$ cat config.mk
export PLATFORM = sky130hd
export DESIGN_NAME = ramWriter
export DESIGN_NICKNAME = d
export VERILOG_FILES = /design/src/digtalPkg.sv /design/src/ramWriter.sv
export SDC_FILE = /design/constraint.sdc
export NUM_CORES = 1
export LEC_CHECK = 0
export BUFFER_PORTS_ARGS = -buffer_cell sky130_fd_sc_hd__buf_2
export CORE_MARGIN = 3
export CORE_UTILIZATION = 46
export CTS_BUF_LIST = sky130_fd_sc_hd__clkbuf_8
export CTS_CLUSTER_SIZE = 12
export DETAILED_ROUTE_END_ITERATION = 6
export HOLD_SLACK_MARGIN = 0.06
export PLACE_DENSITY_LB_ADDON = 0.12
export SYNTH_ARGS = -nofsm -noshare
export SYNTH_HDL_FRONTEND = slang
export SYNTH_SLANG_ARGS = --single-unit
$ cat constraint.sdc
create_clock -name CLOCK_Digtal -period 2.3 [get_ports CLOCK_Digtal]
set_clock_uncertainty 0.15 [all_clocks]
set_input_delay 0.69 -clock CLOCK_Digtal [delete_from_list [all_inputs] [get_ports CLOCK_Digtal]]
set_output_delay 0.69 -clock CLOCK_Digtal [all_outputs]
set_load 0.03 [all_outputs]
$ cat src/digtalPkg.sv
`default_nettype none

package digtalPkg;

	localparam int byteW = 8; // data byte
	localparam int addrW = 31; // RAM port address width

	// write sequence counted from the synchronized rd rise
	localparam int writeDelay = 15; // write counter stops beyond this
	localparam int seqCountW = 8; // both sequence counters
	localparam int wrEnFirst = 2; // first count with wrEn high
	localparam int wrEnLast = 4; // last count with wrEn high
	localparam int wrAdvance = 6; // write pointer step

	// read sequence counted from readStart
	localparam int rdEnFirst = 1; // first count with rdEn high
	localparam int rdEnLast = 4; // last rdEn count and ramQ sample
	localparam int rdAdvance = 6; // read pointer step and counter stop

	localparam int maxInsert = 8; // insert table capacity

	typedef logic [maxInsert-1:0][byteW-1:0] insertWordsT; // word 0 in low byte goes first

	typedef struct packed {
		logic rise; // history old low, new high
		logic fall; // history old high, new low
		logic high; // both samples high
	} strobeT;

	typedef struct packed {
		logic wrEn;
		logic [addrW-1:0] wrAddr;
		logic [byteW-1:0] wrData;
	} ramWriteT;

	typedef struct packed {
		logic rdEn;
		logic [addrW-1:0] rdAddr;
	} ramReadT;

endpackage

`default_nettype wire
$ cat src/ramWriter.sv
`timescale 1ns/10ps
`default_nettype none

module ramWriter (
	input wire logic CLOCK_Digtal,
	input wire logic arstN,
	input wire digtalPkg::strobeT rdEdge, // synchronized rd events
	input wire logic [digtalPkg::byteW-1:0] rxData, // byte from receiver
	output digtalPkg::ramWriteT ramWrite, // to RAM write port
	output logic [digtalPkg::addrW:0] wrPtr // full width wrapping pointer
);

	logic wrCntEn; // write sequence running
	logic [digtalPkg::seqCountW-1:0] wrCnt; // cycles since enable
	logic wrPhase; // inside wrEn window

	// enable set by rise and dropped by fall or timeout
	always_ff @(posedge CLOCK_Digtal or negedge arstN) begin
		if (!arstN) begin
			wrCntEn <= 1'b0;
		end else if (rdEdge.rise) begin
			wrCntEn <= 1'b1; // new byte on rxData
		end else if (rdEdge.fall || (wrCnt > digtalPkg::writeDelay)) begin
			wrCntEn <= 1'b0; // strobe ended or rd stuck high
		end
	end

	always_ff @(posedge CLOCK_Digtal or negedge arstN) begin
		if (!arstN) begin
			wrCnt <= '0;
		end else if (wrCntEn) begin
			wrCnt <= wrCnt + 1'b1;
		end else begin
			wrCnt <= '0; // idle until next rise
		end
	end

	// gated by enable so an early fall suppresses the write
	assign wrPhase = wrCntEn && (wrCnt >= digtalPkg::wrEnFirst)
		&& (wrCnt <= digtalPkg::wrEnLast);

	always_ff @(posedge CLOCK_Digtal or negedge arstN) begin
		if (!arstN) begin
			wrPtr <= '0;
		end else if (wrCntEn && (wrCnt == digtalPkg::wrAdvance)) begin
			wrPtr <= wrPtr + 1'b1; // after wrEn has closed
		end
	end

	always_comb begin
		ramWrite.wrEn = wrPhase; // 3 cycles at counts 2 to 4
		ramWrite.wrAddr = wrPtr[digtalPkg::addrW-1:0]; // drop wrap bit
		ramWrite.wrData = rxData; // held by source while rd high
	end

endmodule

`default_nettype wire

==> flow_metrics.py <==
metrics = {
    "outcome": {
        "status": "complete, but fails checks",
        "failed_checks": "setup timing",
    },
    "timing": {
        "timing.final.crit_share_pct": 110,
        "final_hold_viol_count": 0,
        "layout_min_cycle_time_ns": 2.53,
        "slew_violations": 0,
        "hold-worst-slack_ns": 0.215,
        "timing.fmax_ghz": 0.396,
        "fin_ws_ns": -0.228,
        "maxSlewHeadroom_pct": 65.7,
        "rsz0062_at_grt": "true",
        "setup_viol": 28,
        "worstMarginPinSlew_ns": 0.515,
    },
    "setup_path": {
        "worstPathArrival_ns": 1.69,
        "end_kind": "output pin",
        "worstPathRequired_ns": 1.46,
        "worstSetupPathType": "register to output pin",
        "cp-start-kind": "register",
        "critPathMaxFanout": 2,
    },
    "clock_network": {
        "hold_buffers": 0,
        "clock_latency_ns": 0.29,
        "cts_tree": "yes",
        "cts_buffers": 5,
        "clkTransAtPathRegs_ns": 0.08,
        "numClockSinks": 41,
        "clockBufferDepth": 2,
        "cts_max_level": 2,
        "cts_root_buffer": "clkbuf_8",
    },
    "global_routing": {
        "grt_pass1_wl_um": 8200,
        "grt_pass1_vias": 1640,
        "grt-ovfl-total": 0,
        "grt_start_max_net_pins": 22,
        "antenna_found_initial": 0,
        "grtUsageTotal_pct": 17.1,
    },
    "yosys": {
        "syn_nets": 236,
        "synth_top_cell_by_area": "dfrtp_1",
        "ys_seq_area_share_pct": 45.1,
        "yosysUniqueCellTypes": 28,
        "yosysWarningCount": 0,
        "synthTopCellsByArea": "dfrtp_1, buf_4, xor2_1",
        "synth_seq_cells": 41,
        "netlist.area_leader.share_pct": 45.1,
        "syn_inst": 220,
        "mappedNetlistArea_mm2": 0.00227,
        "syn_avg_cell_area_um2": 10.3,
    },
    "route": {
        "drc": 0,
        "ant_nets": 0,
        "wl_per_cell_um": 14.3,
        "route.vias.total": 1697,
        "wirelength_um": 4840,
        "vias_per_cell": 5.01,
        "dr.pass1.iters": 4,
        "drt-initial-drc-count": 104,
    },
    "floorplan": {
        "die_width_um": 76.3,
        "fp.coreArea_mm2": 0.00456,
        "dieArea_mm2": 0.00582,
        "num_io_pins": 85,
        "start_util_pct": 49.8,
        "die_h_um": 76.3,
        "num_rows": 24,
    },
    "finish": {
        "final_util_pct": 64.8,
        "layout_common_cells": "buf_2, dfrtp_1, xor2_1, buf_4, nand3_1",
        "stdcell_area_mm2": 0.00296,
        "layout-drive-gt1-share_pct": 50.4,
        "nets": 289,
        "layout_commonest_cell": "buf_2",
        "area_growth_pct": 30.0,
        "diodes": 0,
    },
    "place": {
        "portBuffers": 67,
        "hpwl_um": 3210,
        "dpl-instance-area_mm2": 0.00254,
        "gp_congestion": 0.737,
        "place_ws_ns": -0.0999,
    },
    "job": {
        "drv_cap": 0,
    },
    "power_and_ir_drop": {
        "leakage_uw": 0.00177,
        "power_per_cell_area_mw_per_mm2": 533,
        "total_power_uw": 1580,
        "peakVddDrop_mv": 0.539,
    },
    "worst_hold_path": {
        "hp-class": "input port to async pin",
    },
}
==> report_power, final <==
| group | internal (uW) | switching [uW] | total, uW |
|---|---|---|---|
| clock | 202 | 239 | 441 |
| sequential | 760 | 51.7 | 811 |
| combinational | 127 | 197 | 324 |
| total | 1090 | 487 | 1580 |
==> cell families after synthesis <==
kind of cell	count (synthesis)	share of synthesized area, %
AO/OA/AOI/OAI	3	0.880
XOR/XNOR	37	14.2
adder cells (fa/ha/maj)	3	1.65
buffers and inverters	55	16.4
flip-flops	41	45.1
multiplexers	1	0.495
AND/OR/NAND/NOR	80	21.2
==> registers in the layout, summed over array words and instances, names as in the netlist <==
signal	flops
wrPtr	32
wrCntEn	1
wrCnt	8
==> critical path, stage by stage (launching register included) <==
cell and delay, ns:
dfrtp_1 0.39, or4b_4 0.56, buf_6 0.14, nor4_4 0.15
buf_6 0.17
==> routing by layer <==
| layer | share of wire [%] | vias up | GRT usage [%] |
|---|---|---|---|
| met3 | 6.2 | 7 | 4.73 |
| met4 | 0.99 | 0 | 3.99 |
| met2 | 48 | 60 | 28.0 |
| li1 | - | 808 | - |
| met5 | 0 | - | 0 |
| met1 | 45 | 822 | 22.6 |
==> final cells by class <==
class	instances	area, um^2
Clock buffer	5	68.8
Fill cell	381	1610
Inverter	8	30.0
Multi-Input combinational cell	124	1140
Sequential cell	41	1040
Timing Repair Buffer	93	584
Tap cell	65	81.3
Clock inverter	3	11.3
==> stage by stage <==
step / cells / TNS [ns]
finish: 339 / -3.66
detailed placement: 323 / -0.921
CTS: 336 / -3.62
floorplan: 220 / -0.00315
global placement: 323 / -0.695
global route: 339 / -6.05
==> what timing repair did <==
| action | 4_1_cts | 5_1_grt |
|---|---|---|
| pin swaps | 15 | 7 |
| setup buffers | 5 | 3 |
| gates resized for setup | 39 | 9 |
| endpoints found under the setup margin | 22 | 29 |
==> cell usage after synthesis <==
cell type / instances
dfrtp_1: 41
buf_4: 40
xor2_1: 25
nand3_1: 13
xnor2_1: 12
nand2_1: 10
nor3_1: 10
nor4_1: 10
inv_1: 8
and2_1: 7
and4_1: 5
nand4_1: 5
nor2_1: 5
and3_1: 4
clkbuf_1: 3
ha_1: 3
nor4_2: 3
buf_2: 2
buf_6: 2
nor2b_1: 2
o31ai_1: 2
or4_1: 2
mux2_2: 1
nand3b_1: 1
nor3b_1: 1
o21ai_0: 1
or4b_2: 1
or4b_4: 1
==> final timing paths <==
check	cells after the start	from	slack [ns]	endpoint
worst max register to register	6	wrCnt[7]$_DFF_PN0_	-0.20	wrPtr[25]$_DFFE_PN0P_
worst min-delay path	1	arstN	0.22	wrPtr[4]$_DFFE_PN0P_
min in group CLOCK_Digtal	1	wrPtr[31]$_DFFE_PN0P_	0.33	wrPtr[31]$_DFFE_PN0P_
worst min register to register	1	wrPtr[31]$_DFFE_PN0P_	0.33	wrPtr[31]$_DFFE_PN0P_
worst max-delay path	4	wrCnt[7]$_DFF_PN0_	-0.23	ramWrite[39]
max in group asynchronous	2	arstN	1.30	wrCnt[0]$_DFF_PN0_
No activity file was read; power rests on OpenSTA's default activity.
