## config.mk

```make
export PLATFORM = sky130hd
export DESIGN_NAME = ramReader
export DESIGN_NICKNAME = d
export VERILOG_FILES = /design/src/digtalPkg.sv /design/src/ramReader.sv
export SDC_FILE = /design/constraint.sdc
export NUM_CORES = 1
export LEC_CHECK = 0
export ABC_AREA = 0
export BUFFER_PORTS_ARGS = -buffer_cell sky130_fd_sc_hd__buf_2
export CORE_UTILIZATION = 56
export DETAILED_ROUTE_END_ITERATION = 10
export PLACE_DENSITY = 0.86
export SLEW_MARGIN = 20
export SYNTH_ARGS = -nofsm -noshare
export SYNTH_HDL_FRONTEND = slang
export SYNTH_SLANG_ARGS = --single-unit
```

## constraint.sdc

```tcl
create_clock -name CLOCK_Digtal -period 4.6 [get_ports CLOCK_Digtal]
set_input_delay 0.92 -clock CLOCK_Digtal [delete_from_list [all_inputs] [get_ports CLOCK_Digtal]]
set_output_delay 0.92 -clock CLOCK_Digtal [all_outputs]
set_load 0.02 [all_outputs]
```

## src/digtalPkg.sv

```systemverilog
`default_nettype none

package digtalPkg;

	localparam int byteW = 8; // data byte
	localparam int addrW = 31; // RAM port address width

	// write sequence counted from the synchronized rd rise
	localparam int writeDelay = 15; // write counter stops beyond this
	localparam int seqCountW = 8; // both sequence counters
	localparam int wrEnFirst = 2; // first count with wrEn high
	localparam int wrEnLast = 4; // last count with wrEn high
	localparam int wrAdvance = 6; // write pointer step

	// read sequence counted from readStart
	localparam int rdEnFirst = 1; // first count with rdEn high
	localparam int rdEnLast = 4; // last rdEn count and ramQ sample
	localparam int rdAdvance = 6; // read pointer step and counter stop

	localparam int maxInsert = 8; // insert table capacity

	typedef logic [maxInsert-1:0][byteW-1:0] insertWordsT; // word 0 in low byte goes first

	typedef struct packed {
		logic rise; // history old low, new high
		logic fall; // history old high, new low
		logic high; // both samples high
	} strobeT;

	typedef struct packed {
		logic wrEn;
		logic [addrW-1:0] wrAddr;
		logic [byteW-1:0] wrData;
	} ramWriteT;

	typedef struct packed {
		logic rdEn;
		logic [addrW-1:0] rdAddr;
	} ramReadT;

endpackage

`default_nettype wire
```

## src/ramReader.sv

```systemverilog
`timescale 1ns/10ps
`default_nettype none

module ramReader (
	input wire logic CLOCK_Digtal,
	input wire logic arstN,
	input wire logic readStart, // one-cycle scheduler pulse on cs rise
	input wire logic csHigh, // synchronized cs steady high
	input wire logic [digtalPkg::addrW:0] wrPtr, // writer pointer, full width
	input wire logic [digtalPkg::byteW-1:0] ramQ, // registered RAM output
	output digtalPkg::ramReadT ramRead, // to RAM read port
	output logic [digtalPkg::byteW-1:0] readByte, // captured RAM data
	output logic readValid, // readByte updated this cycle
	output logic dataAvail // unread bytes in RAM
);

	logic rdCntEn; // read sequence armed
	logic rdLive; // sequence running inside cs window
	logic [digtalPkg::seqCountW-1:0] rdCnt; // cycles since start
	logic [digtalPkg::addrW:0] rdPtr; // same width as wrPtr

	assign rdLive = rdCntEn && csHigh; // cs low aborts the sequence

	always_ff @(posedge CLOCK_Digtal or negedge arstN) begin
		if (!arstN) begin
			rdCntEn <= 1'b0;
		end else if (readStart) begin
			rdCntEn <= 1'b1; // csHigh not yet seen at the rise
		end else if (!csHigh || (rdCnt == digtalPkg::rdAdvance)) begin
			rdCntEn <= 1'b0; // window closed or byte done
		end
	end

	always_ff @(posedge CLOCK_Digtal or negedge arstN) begin
		if (!arstN) begin
			rdCnt <= '0;
		end else if (rdLive) begin
			rdCnt <= rdCnt + 1'b1;
		end else begin
			rdCnt <= '0; // cleared whenever cs low or idle
		end
	end

	always_ff @(posedge CLOCK_Digtal or negedge arstN) begin
		if (!arstN) begin
			rdPtr <= '0;
			readValid <= 1'b0;
			readByte <= '0;
		end else begin
			readValid <= rdLive && (rdCnt == digtalPkg::rdEnLast); // one cycle pulse
			if (rdLive && (rdCnt == digtalPkg::rdEnLast)) begin
				readByte <= ramQ; // RAM had 3 cycles to answer
			end
			if (rdLive && (rdCnt == digtalPkg::rdAdvance)) begin
				rdPtr <= rdPtr + 1'b1; // byte consumed
			end
		end
	end

	assign dataAvail = (rdPtr != wrPtr); // extra bit keeps full and empty apart

	always_comb begin
		ramRead.rdEn = rdLive && (rdCnt >= digtalPkg::rdEnFirst)
			&& (rdCnt <= digtalPkg::rdEnLast); // counts 1 to 4
		ramRead.rdAddr = rdPtr[digtalPkg::addrW-1:0];
	end

endmodule

`default_nettype wire

```

==> PnR_summary.wiki <==
{| class="wikitable"
! Metric !! Value
|-
| Count of yosys warnings during synthesis || 0
|-
| Multi-input gate area || about 0.0014 mm^2
|-
| Critical Path, Cell by Cell || buf_2 -> xnor2_1 -> nand4_1 -> nor4_1 -> nand2_1 -> buf_2
|-
| Switching Power || 0.1984 mW
|-
| Chip height || 74.09 um
|-
| Grt total ovfl || 0
|-
| Antenna Cells || 0
|-
| Syn Std Cell Area || around 0.0029 mm^2
|-
| Final Util || approximately two thirds
|-
| Via count of the first global-routing pass || roughly 2100
|-
| Cells after Synth || 299
|-
| Cts hold-fix bufs || 0
|-
| Antenna-violating nets left || 0
|-
| Data required time of the critical path || 3680 ps
|-
| Final HPWL DP || around 4.7 mm
|-
| Power Dens Cells || ~240 mW/mm^2
|-
| Clock root buffer || sky130_fd_sc_hd__clkbuf_8
|-
| DRC marker count from the first detailed-route iteration || around 110
|-
| Buffer and inverter count on the worst path || 2
|-
| Worst-case clock buffer depth || 2
|-
| Fraction of synthesis flops using an asynchronous set or reset pin || 100.0%
|-
| Slowest CP cell || sky130_fd_sc_hd__nor4_1
|-
| Boundary Pins || 86
|-
| DIE WIDTH || around 74 um
|-
| Yosys cell types || 31
|-
| Number of max-cap violations || 0
|-
| Top cell by count, worst path || sky130_fd_sc_hd__buf_2
|-
| Total length of routed wires || about 6.0 mm
|-
| Count of standard-cell rows || 25
|-
| Critical Path Fanout Max || 1
|-
| Max VDD drop || around 0.24 mV
|-
| Total Nets Final || between 400 and 500
|-
| DR WL/cell || about 14 um
|-
| Unrepaired setup endpoints after global routing || no
|-
| Start point of the worst min-delay path || readByte[7]
|-
| Post-synth EDFFs || 0
|-
| Internal power || 0.5868 mW
|-
| Last weighted congestion value of the routability-driven placer || slightly above 0.8
|-
| Worst slew margin || 58.49%
|-
| Per-instance average area after synthesis || around 9.7 um^2
|-
| Setup Skew || between 7 and 8 ps
|-
| Post-layout instance area || around 0.0032 mm^2
|-
| Post_cts resized || 0
|-
| Nature of the critical path endpoint || primary output
|-
| Clock transition at the registers of the reported paths || 80 ps
|-
| Clock power share || a little under a third
|-
| Core footprint || ~0.0048 mm^2
|-
| Total global-route track usage || about a quarter
|-
| Switching share of total power || between 20 and 30%
|-
| Share of the clock period used by the worst path || a little under two thirds
|-
| Number of pins with negative max-slew slack in the final report || 0
|-
| Critical path origin || wrPtr[4]
|-
| Measured slew at the worst slew-check pin || 622.6 ps
|-
| Die Footprint || approximately 0.0055 mm^2
|-
| Synthesized net count || 349
|-
| Largest incremental delay on the critical path || roughly 320 ps
|-
| Port-buffer cells || 85
|-
| Dpl cell area || about 0.0032 mm^2
|-
| Register area share after synthesis || 42.99%
|-
| Relative area change from synthesis to final layout || 11.31%
|-
| Category of the worst setup path launch point || input pin
|-
| Number of antenna violations at the first check in global routing || 0
|-
| Number of setup buffers added after CTS || 0
|-
| Starting density of the core || about three fifths
|-
| Pin count of the biggest net entering global routing || roughly 50
|-
| Beginning of the worst register-to-register path || rdPtr[0]
|-
| Worst hold path class || register to register
|-
| CTS tree || built
|-
| Post-synthesis sequential element count || 50
|-
| Layout cell share with drive strength beyond 1 || between 30% and 40%
|-
| Total iterations of the first detailed-routing run || 4
|-
| Final Worst Setup Slack || between 1500 and 2000 ps
|-
| Total DRC errors in the routed layout || 0
|-
| Final number of hold-violating endpoints || 0
|-
| Total of fill cells in the finished design || about 370
|-
| Wire length of the first global-routing pass || between 9 and 10 mm
|-
| Worst setup timing slack at the placement stage || between 1500 and 2000 ps
|-
| CTS HTree Levels || 2
|-
| Type of the worst setup path || input pin to primary output
|-
| Clock latency on the worst-skew pair || a little over 300 ps
|-
| Most used DFF post-synth || sky130_fd_sc_hd__dfrtp_1
|-
| Setup_tns || 0 ps
|-
| Overall power || just under 0.8 mW
|-
| Reg power frac || between 50 and 60%
|-
| Kind of cell adding the most delay to the critical path || simple AND/OR/NAND/NOR gates
|-
| Storage cell area || around 0.0013 mm^2
|-
| Standby leakage power || 1.627 nW
|-
| Via-to-Cell Ratio || ~5.3
|-
| Arrival time worst endpoint || around 2000 ps
|-
| Count of clock tree sinks || 50
|-
| Number of CTS-inserted buffers || 5
|-
| Achievable clock frequency || between 0.3 and 0.4 GHz
|-
| Setup Viol. Count Final || 0
|-
| Total vias in the final route || 2217
|-
| Status || completed
|-
| Gate power share || roughly a tenth
|-
| Clock period minus final worst setup slack || a little under 3000 ps
|}
==> routing by layer <==
metal	global-route usage, %	up-vias	routed length [um]
met1	29.40	1062	2600
li1	-	1065	-
met3	5.149	12	346
met4	9.188	0	133
met5	0	-	0
met2	39.09	78	2952
==> cells in the final DEF, fill, tap and decap left out, types with 2 or more instances in the layout <==
| cell type | netlist | routed |
|---|---|---|
| sky130_fd_sc_hd__and3_1 | 5 | 5 |
| sky130_fd_sc_hd__buf_2 | 1 | 84 |
| sky130_fd_sc_hd__clkbuf_8 | 0 | 5 |
| sky130_fd_sc_hd__clkinv_2 | 0 | 2 |
| sky130_fd_sc_hd__dfrtp_1 | 50 | 50 |
| sky130_fd_sc_hd__ha_1 | 6 | 6 |
| sky130_fd_sc_hd__inv_1 | 8 | 8 |
| sky130_fd_sc_hd__nand2_1 | 41 | 41 |
| sky130_fd_sc_hd__nand3_1 | 12 | 12 |
| sky130_fd_sc_hd__nand4_1 | 21 | 21 |
| sky130_fd_sc_hd__nor2_1 | 21 | 21 |
| sky130_fd_sc_hd__nor2_2 | 3 | 3 |
| sky130_fd_sc_hd__nor3_1 | 6 | 6 |
| sky130_fd_sc_hd__nor3_2 | 2 | 2 |
| sky130_fd_sc_hd__nor4_1 | 4 | 4 |
| sky130_fd_sc_hd__or2_2 | 2 | 2 |
| sky130_fd_sc_hd__or4_4 | 2 | 2 |
| sky130_fd_sc_hd__xnor2_1 | 50 | 50 |
| sky130_fd_sc_hd__xor2_1 | 19 | 19 |
==> cells in the mapped netlist, drive strengths merged (2+ instances only) <==
library cell,number,area [um^2]
clkbuf,3,12.51
or4,2,22.52
dfrtp,50,1251
ha,6,75.07
buf,34,249.0
or2,2,12.51
nand3,13,70.07
inv,8,30.03
nor3,8,50.05
nor4,5,46.29
xor2,19,166.4
nand2,42,160.2
nor2,24,97.60
xnor2,50,437.9
nand4,21,131.4
and3,5,31.28
==> worst reg2reg max path: cells and delay by family (launching register included) <==
family                   cells  cell delay, ps
XOR/XNOR                     1             160
adder cells (fa/ha/maj)      1             310
AND/OR/NAND/NOR              4            1260
flip-flops                   1             560
==> stage by stage <==
stage | hold WS (ps) | std cells
floorplan | 461.9 | 299
global placement | 445.9 | 414
detailed placement | 450.2 | 414
CTS | 469.7 | 421
global route | 497.5 | 421
finish | 468.0 | 421
==> logic make-up (layout without fill, tap and decap cells) <==
kind of cell               after synthesis  count (layout)  share of synthesized area, %
adders and majority gates                6               6                         2.579
and+or+nand+nor                        125             125                         22.57
DFF                                     50              50                         42.99
AOI/OAI and AO/OA                        3               3                        0.6879
xor gates and xnor gates                69              69                         20.77
muxes                                    1               1                        0.3869
buffers and inverters                   45             100                         10.02
==> flip-flops by register name, indices dropped and copies added, names as in the netlist <==
signal     flops
rdPtr         32
rdCnt          8
readByte       8
rdCntEn        1
readValid      1
==> power groups by stage <==
stage	Sequential, mW	Clock [mW]	Combinational [mW]
after CTS	0.455	0.247	0.0848
final	0.455	0.246	0.0838
after global placement	0.463	0	0.0812
after global routing	0.456	0.264	0.0927
after floorplan	0.472	0	0.0318
after detailed placement	0.464	0	0.0842
==> cell type report <==
type	instances	area share [%]
clock buffers	5	2.124
clock inverters	2	0.3090
inverters	8	0.9270
multi-input cells	204	42.22
flip-flops and latches	50	38.62
well taps	67	2.588
repair buffers	85	13.21
==> path summary, 6_finish.rpt <==
path,end,slack [ps],cells past startpoint
setup / recovery,dataAvail,1680,6
hold / removal,readByte[7],470,2
setup reg to reg,rdPtr[30],2200,6
hold reg to reg,readByte[7],470,2
max in group asynchronous,readByte[6],3560,1
min in group asynchronous,rdPtr[24],630,1
No activity file was read; power rests on OpenSTA's default activity.
