**src/digtalPkg.sv**
```systemverilog
`default_nettype none

package digtalPkg;

	localparam int byteW = 8; // data byte
	localparam int addrW = 31; // RAM port address width

	// write sequence counted from the synchronized rd rise
	localparam int writeDelay = 15; // write counter stops beyond this
	localparam int seqCountW = 8; // both sequence counters
	localparam int wrEnFirst = 2; // first count with wrEn high
	localparam int wrEnLast = 4; // last count with wrEn high
	localparam int wrAdvance = 6; // write pointer step

	// read sequence counted from readStart
	localparam int rdEnFirst = 1; // first count with rdEn high
	localparam int rdEnLast = 4; // last rdEn count and ramQ sample
	localparam int rdAdvance = 6; // read pointer step and counter stop

	localparam int maxInsert = 8; // insert table capacity

	typedef logic [maxInsert-1:0][byteW-1:0] insertWordsT; // word 0 in low byte goes first

	typedef struct packed {
		logic rise; // history old low, new high
		logic fall; // history old high, new low
		logic high; // both samples high
	} strobeT;

	typedef struct packed {
		logic wrEn;
		logic [addrW-1:0] wrAddr;
		logic [byteW-1:0] wrData;
	} ramWriteT;

	typedef struct packed {
		logic rdEn;
		logic [addrW-1:0] rdAddr;
	} ramReadT;

endpackage

`default_nettype wire
```
**src/strobeEdges.sv**
```systemverilog
`timescale 1ns/10ps
`default_nettype none

module strobeEdges (
	input wire logic CLOCK_Digtal,
	input wire logic arstN,
	input wire logic cs, // async chip select pin
	input wire logic rd, // async receiver data strobe pin
	output digtalPkg::strobeT csEdge, // cs events in clock domain
	output digtalPkg::strobeT rdEdge // rd events in clock domain
);

	logic [1:0] csHist; // bit 1 older sample
	logic [1:0] rdHist; // bit 1 older sample

	// same edge decode for both inputs
	function automatic digtalPkg::strobeT decodeHist(input logic [1:0] hist);
		digtalPkg::strobeT ev;
		ev.rise = (hist == 2'b01); // was low, now high
		ev.fall = (hist == 2'b10); // was high, now low
		ev.high = (hist == 2'b11); // steady high
		return ev;
	endfunction

	always_ff @(posedge CLOCK_Digtal or negedge arstN) begin
		if (!arstN) begin
			csHist <= 2'b00;
			rdHist <= 2'b00;
		end else begin
			csHist <= {csHist[0], cs}; // shift in new sample
			rdHist <= {rdHist[0], rd};
		end
	end

	assign csEdge = decodeHist(csHist);
	assign rdEdge = decodeHist(rdHist);

endmodule

`default_nettype wire

```
**config.mk**
```make
export PLATFORM = sky130hd
export DESIGN_NAME = strobeEdges
export DESIGN_NICKNAME = d
export VERILOG_FILES = /design/src/digtalPkg.sv /design/src/strobeEdges.sv
export SDC_FILE = /design/constraint.sdc
export NUM_CORES = 1
export LEC_CHECK = 0
export BUFFER_PORTS_ARGS = -buffer_cell sky130_fd_sc_hd__buf_2
export CORE_AREA = 8 8 45 47
export CTS_CLUSTER_DIAMETER = 50
export DETAILED_ROUTE_END_ITERATION = 8
export DIE_AREA = 0 0 53 55
export GPL_ROUTABILITY_DRIVEN = 0
export GPL_TIMING_DRIVEN = 0
export PLACE_DENSITY_LB_ADDON = 0.05
export SYNTH_ARGS = -nofsm -noshare
export SYNTH_HDL_FRONTEND = slang
export SYNTH_SLANG_ARGS = --single-unit
```
**constraint.sdc**
```tcl
create_clock -name CLOCK_Digtal -period 0.8 [get_ports CLOCK_Digtal]
set_input_delay 0.16 -clock CLOCK_Digtal [delete_from_list [all_inputs] [get_ports CLOCK_Digtal]]
set_output_delay 0.16 -clock CLOCK_Digtal [all_outputs]
set_load 0.02 [all_outputs]
```
==> flow_summary.json, run 1 <==
{
  "critPathSlowestCell": "dfrtp_1",
  "rsz0062_at_grt": "yes",
  "syn2layout_area_growth_pct": 90.83,
  "cp-start-kind": "flip-flop",
  "yosysSeqAreaShare_pct": 66.67,
  "clk_latency_ns": 0.23,
  "pwr-share-clk_pct": 44.4,
  "drive_gt1_share_pct": 78.26,
  "setup_viol": 6,
  "clkSlewWorstSetupHoldPaths_ns": 0.04,
  "io_buffer_count": 9,
  "cts_tree": "yes",
  "place_area_um2": 215.2,
  "worstPathMaxFanout": 4,
  "drtPass1Iterations": 1,
  "p_sw_w": 0.0001264,
  "coreArea_um2": 1384,
  "io_pins": 10,
  "ant_nets": 0,
  "p_sw_share_pct": 22.60,
  "yosys_warnings": 0,
  "status": "finished, violations left",
  "cp_top_family": "flip-flops",
  "grt-ovfl-total": 0,
  "maxCapViolations": 0,
  "fp.dieH_um": 55,
  "num-nets-final": 29,
  "cp.arrival_ns": 0.96,
  "diodes": 0,
  "start_util_pct": 10.85,
  "die_area_um2": 2915,
  "rows": 14,
  "htreeDepth": 1,
  "power_leakage_nw": 0.1409,
  "synth_area_per_cell_um2": 15.01,
  "timing.fmax_mhz": 895.2,
  "violations": "setup timing",
  "vias_per_cell": 3.205,
  "cpPeakStageDelay_ns": 0.39,
  "seq_power_share_pct": 39.5,
  "final_util_pct": 20.71,
  "hold_class": "primary input to flip-flop",
  "numCtsBuffers": 3,
  "p_int_w": 0.0004327,
  "min_period_over_period_pct": 139.6,
  "power.density_nw_per_um2": 1951,
  "hold_slack_ns": 0.03461,
  "relSlewSlack_pct": 92.98,
  "setup_ws_ns": -0.3171,
  "clock_skew_ns": 0.00004416,
  "layout_common_cells": "6 x buf_6, 4 x and2b_2, 4 x dfrtp_1",
  "worstSetupEndpointType": "output pin",
  "total_power_w": 0.0005591,
  "drtIter0Drc": 0,
  "drcViolationCount": 0,
  "period_needed_ns": 1.117,
  "ir_worst_vdd_v": 0.0005344,
  "die_width_um": 53,
  "vias": 125,
  "grtUsageTotal_pct": 3.070,
  "synthesis.nets": 14,
  "grt_pass1_wl_um": 579,
  "cts.sinks": 4,
  "final_common_cell": "buf_6",
  "syn-instance-count": 10,
  "comb_power_share_pct": 16.1,
  "ys_seq_elements": 4,
  "critPathBufInv": 1,
  "worst_slew_pin_slew_ns": 0.1053,
  "cts-root-buf": "clkbuf_4",
  "routed_wl_um": 370,
  "ys_types": 3,
  "worstPathCellList": "and2b_2, buf_6",
  "grt_pass1_vias": 136,
  "antenna_found_initial": 0,
  "hold_viol_final": 0,
  "wl_per_cell_um": 9.487,
  "postCtsSetupBuffers": 0,
  "required_ns": 0.64,
  "crit_type": "flip-flop to output pin",
  "grt_max_degree": 5,
  "slew_viol_final": 0,
  "ctsLongestPathBuffers": 2,
  "stdcell_area_um2": 286.5,
  "synth_area_um2": 150.1
}
==> worst paths after layout <==
kind	start	to	slack, ns	cells past startpoint
max reg2reg	rdHist[0]$_DFF_PN0_	rdHist[1]$_DFF_PN0_	0.28	0
min reg2reg	csHist[0]$_DFF_PN0_	csHist[1]$_DFF_PN0_	0.41	0
max	csHist[0]$_DFF_PN0_	csEdge[2]	-0.32	2
min	rd	rdHist[0]$_DFF_PN0_	0.03	1
max in group asynchronous	arstN	rdHist[0]$_DFF_PN0_	0.41	2
min in group asynchronous	arstN	csHist[1]$_DFF_PN0_	0.26	2
==> logic make-up after synthesis <==
family,count (synthesis),synth area share [%]
simple gates,6,33.33
flops,4,66.67
==> per-layer routing <==
metal,vias to the layer above,global-route usage [%],routed length (um)
met3,0,2.941,101
li1,58,-,-
met1,57,2.301,137
met2,10,3.516,131
met4,0,5.172,0
met5,-,0,0
==> through the flow <==
| step | setup WS [ns] | std cells | setup TNS [ns] |
|---|---|---|---|
| finish | -0.3171 | 39 | -1.808 |
| global route | -0.3542 | 39 | -2.019 |
| CTS | -0.3327 | 39 | -1.932 |
| detailed placement | -0.09650 | 35 | -0.5109 |
| global placement | -0.09779 | 35 | -0.4863 |
| floorplan | 0.01295 | 10 | 0 |
==> power groups by stage <==
stage | sequential [W] | combinational, W | clock [W]
6_report | 0.000221 | 0.0000902 | 0.000248
5_1_grt | 0.000222 | 0.0000969 | 0.000280
4_1_cts | 0.000220 | 0.0000906 | 0.000271
3_5_place_dp | 0.000223 | 0.0000649 | 0
3_3_place_gp | 0.000222 | 0.0000652 | 0
2_1_floorplan | 0.000221 | 0.0000376 | 0
==> sequential cells by signal (all words and copies together), names as in the netlist <==
signal / flops
rdHist: 2
csHist: 2
==> cell usage after synthesis <==
library cell  count  area, um^2
and2_2            2       15.01
and2b_2           4       35.03
dfrtp_1           4       100.1
==> final cells by class <==
class	count	area, um^2
fill	156	1097
multi-input combinational	6	51.30
sequential	4	100.1
timing repair buffer	10	92.59
tap	16	20.02
clock buffer	3	22.52
==> timing repair <==
action | 4_1_cts | 5_1_grt
endpoints found under the setup margin | 6 | 6
resized for setup | 12 | 1
hold buffers | 1 | 0
hold endpoints to repair | 4 | 0
gates cloned | 0 | 0
No activity file was read; power rests on OpenSTA's default activity.
==> inputs of run 2 (changes only) <==
==> constraint.sdc (replaced) <==
create_clock -name CLOCK_Digtal -period 0.8 [get_ports CLOCK_Digtal]
set_input_delay 0.08 -clock CLOCK_Digtal [delete_from_list [all_inputs] [get_ports CLOCK_Digtal]]
set_output_delay 0.08 -clock CLOCK_Digtal [all_outputs]
set_load 0.02 [all_outputs]
==> run 2 against run 1 <==
Register-to-register slack barely moved. Combinational power is 8.0% higher. Worst setup slack better by 0.080 ns. Die area did not move. Non-clock buffer count rose by 2. Maximum frequency increased by 7.7%. Sequential share of layout area shrank 2.3 points. Clock power is essentially flat. Count of clock-buffer cells in the layout is the same. The run still ends with setup timing left. Total power is 1.3% higher. Worst hold slack improved by 0.15 ns.
==> flow_summary.json, run 2 (synthesis gave the netlist of run 1 again) <==
{
  "status": "finished, violations left",
  "violations": "setup timing",
  "io_pins": 10,
  "cts-root-buf": "clkbuf_4",
  "met1Wirelength_um": 140,
  "hold_class": "primary input to async pin",
  "ant_nets": 0,
  "critPathSlowestCell": "dfrtp_1",
  "antenna_found_initial": 0,
  "layout_common_cells": "6 x buf_6, 4 x and2b_2, 4 x dfrtp_1",
  "grt_max_degree": 5,
  "rrSetupSlack_ns": 0.28,
  "wl_per_cell_um": 9.049,
  "setup_viol": 6,
  "highest_layer": "met3",
  "htreeDepth": 1,
  "grtUsageTotal_pct": 3.070,
  "final.setup.tns_ns": -1.327,
  "critPathBufInv": 1,
  "syn2layout_area_growth_pct": 104.2,
  "period_needed_ns": 1.037,
  "grt_pass1_wl_um": 579,
  "die_width_um": 53,
  "reg2reg_from": "rdHist[0]$_DFF_PN0_",
  "r2r-end": "rdHist[1]$_DFF_PN0_",
  "slew_viol_final": 0,
  "route.met2.wl_um": 134,
  "diodes": 0,
  "fp.dieH_um": 55,
  "required_ns": 0.72,
  "grt_pass1_vias": 139,
  "io_buffer_count": 9,
  "pwr-share-clk_pct": 43.8,
  "crit_type": "flip-flop to output pin",
  "die_area_um2": 2915,
  "dr_wl_met3_um": 96,
  "rows": 14,
  "vias_per_cell": 3.195,
  "min_period_over_period_pct": 129.6,
  "clkSlewWorstSetupHoldPaths_ns": 0.04,
  "ctsLongestPathBuffers": 2,
  "num-nets-final": 31,
  "cts_tree": "yes",
  "pre_cts_slack_ns": -0.01650,
  "power_leakage_nw": 0.1493,
  "ir_worst_vdd_v": 0.0005376,
  "hold_viol_final": 0,
  "final_common_cell": "buf_6",
  "routed_wl_um": 371,
  "clock_skew_ns": 0.00004360,
  "place_inst": 35,
  "vias": 131,
  "cpPeakStageDelay_ns": 0.39,
  "comb_power_share_pct": 17.2,
  "coreArea_um2": 1384,
  "rsz0062_at_grt": "yes",
  "numCtsBuffers": 3,
  "clk_latency_ns": 0.23,
  "total_power_w": 0.0005661,
  "cts.sinks": 4,
  "cp.arrival_ns": 0.96,
  "worstPathCellList": "and2b_2, buf_6",
  "top_regs": "csHist: 2 flops, rdHist: 2 flops",
  "seq_power_share_pct": 39.0,
  "final_util_pct": 22.15,
  "worst_slew_pin_slew_ns": 0.1053,
  "worstSetupEndpointType": "output pin",
  "p_sw_w": 0.0001271,
  "start_util_pct": 10.85,
  "p_sw_share_pct": 22.46,
  "maxCapViolations": 0,
  "power.density_nw_per_um2": 1847,
  "drtPass1Iterations": 1,
  "drive_gt1_share_pct": 72.00,
  "setup_ws_ns": -0.2371,
  "instances_no_fill": 41,
  "grt-ovfl-total": 0,
  "worstPathMaxFanout": 4,
  "cp_top_family": "flip-flops",
  "drtIter0Drc": 0,
  "drcViolationCount": 0,
  "cp-start-kind": "flip-flop",
  "relSlewSlack_pct": 92.98,
  "p_int_w": 0.0004390,
  "timing.fmax_mhz": 964.3,
  "reg2reg_depth": 0
}
-- run 2: changes by cell type in the layout (fill, tap and decap cells not counted) --
cell and delta:
dlygate4sd3_1 +2
-- run 2: cell type report --
cell class / instances / area, um^2
multi-input combinational: 6 / 51.30
fill: 155 / 1077
clock buffer: 3 / 22.52
timing repair buffer: 12 / 112.6
tap: 16 / 20.02
sequential: 4 / 100.1
-- run 2: timing repair --
action                                  CTS  global route
resized for setup                        12             1
hold buffers                              3             0
pin swaps                                 0             0
buffers inserted                          0             0
cloned                                    0             0
endpoints found under the setup margin    6             6
hold endpoints to repair                  6             0
-- run 2: stage by stage --
| step | instance area (um^2) | hold WS (ns) |
|---|---|---|
| floorplan | 150.1 | -0.2156 |
| global placement | 215.2 | -0.1054 |
| detailed placement | 215.2 | -0.1066 |
| CTS | 305.3 | 0.1755 |
| global route | 306.5 | 0.2099 |
| finish | 306.5 | 0.1833 |
-- run 2: metal layers --
metal / vias to the layer above / track usage, %
li1: 62 / -
met1: 59 / 2.301
met2: 10 / 3.516
met3: 0 / 2.941
met4: 0 / 5.172
met5: - / 0
-- run 2: power groups by stage --
stage	logic, W	clock network, W	registers (W)
floorplan	0.0000376	0	0.000221
global placement	0.0000652	0	0.000222
detailed placement	0.0000649	0	0.000223
CTS	0.0000978	0.000271	0.000220
global route	0.000104	0.000280	0.000222
finish	0.0000974	0.000248	0.000221
-- run 2: worst max path at each step --
stage                           end  slack, ns           startpoint  cells after the start
after CTS                 csEdge[2]      -0.25  csHist[0]$_DFF_PN0_                      2
after global placement    rdEdge[1]      -0.02  rdHist[0]$_DFF_PN0_                      2
final                     csEdge[2]      -0.24  csHist[0]$_DFF_PN0_                      2
after global routing      csEdge[2]      -0.27  csHist[0]$_DFF_PN0_                      2
after detailed placement  rdEdge[1]      -0.02  rdHist[0]$_DFF_PN0_                      2
after floorplan           rdEdge[1]       0.09  rdHist[0]$_DFF_PN0_                      1
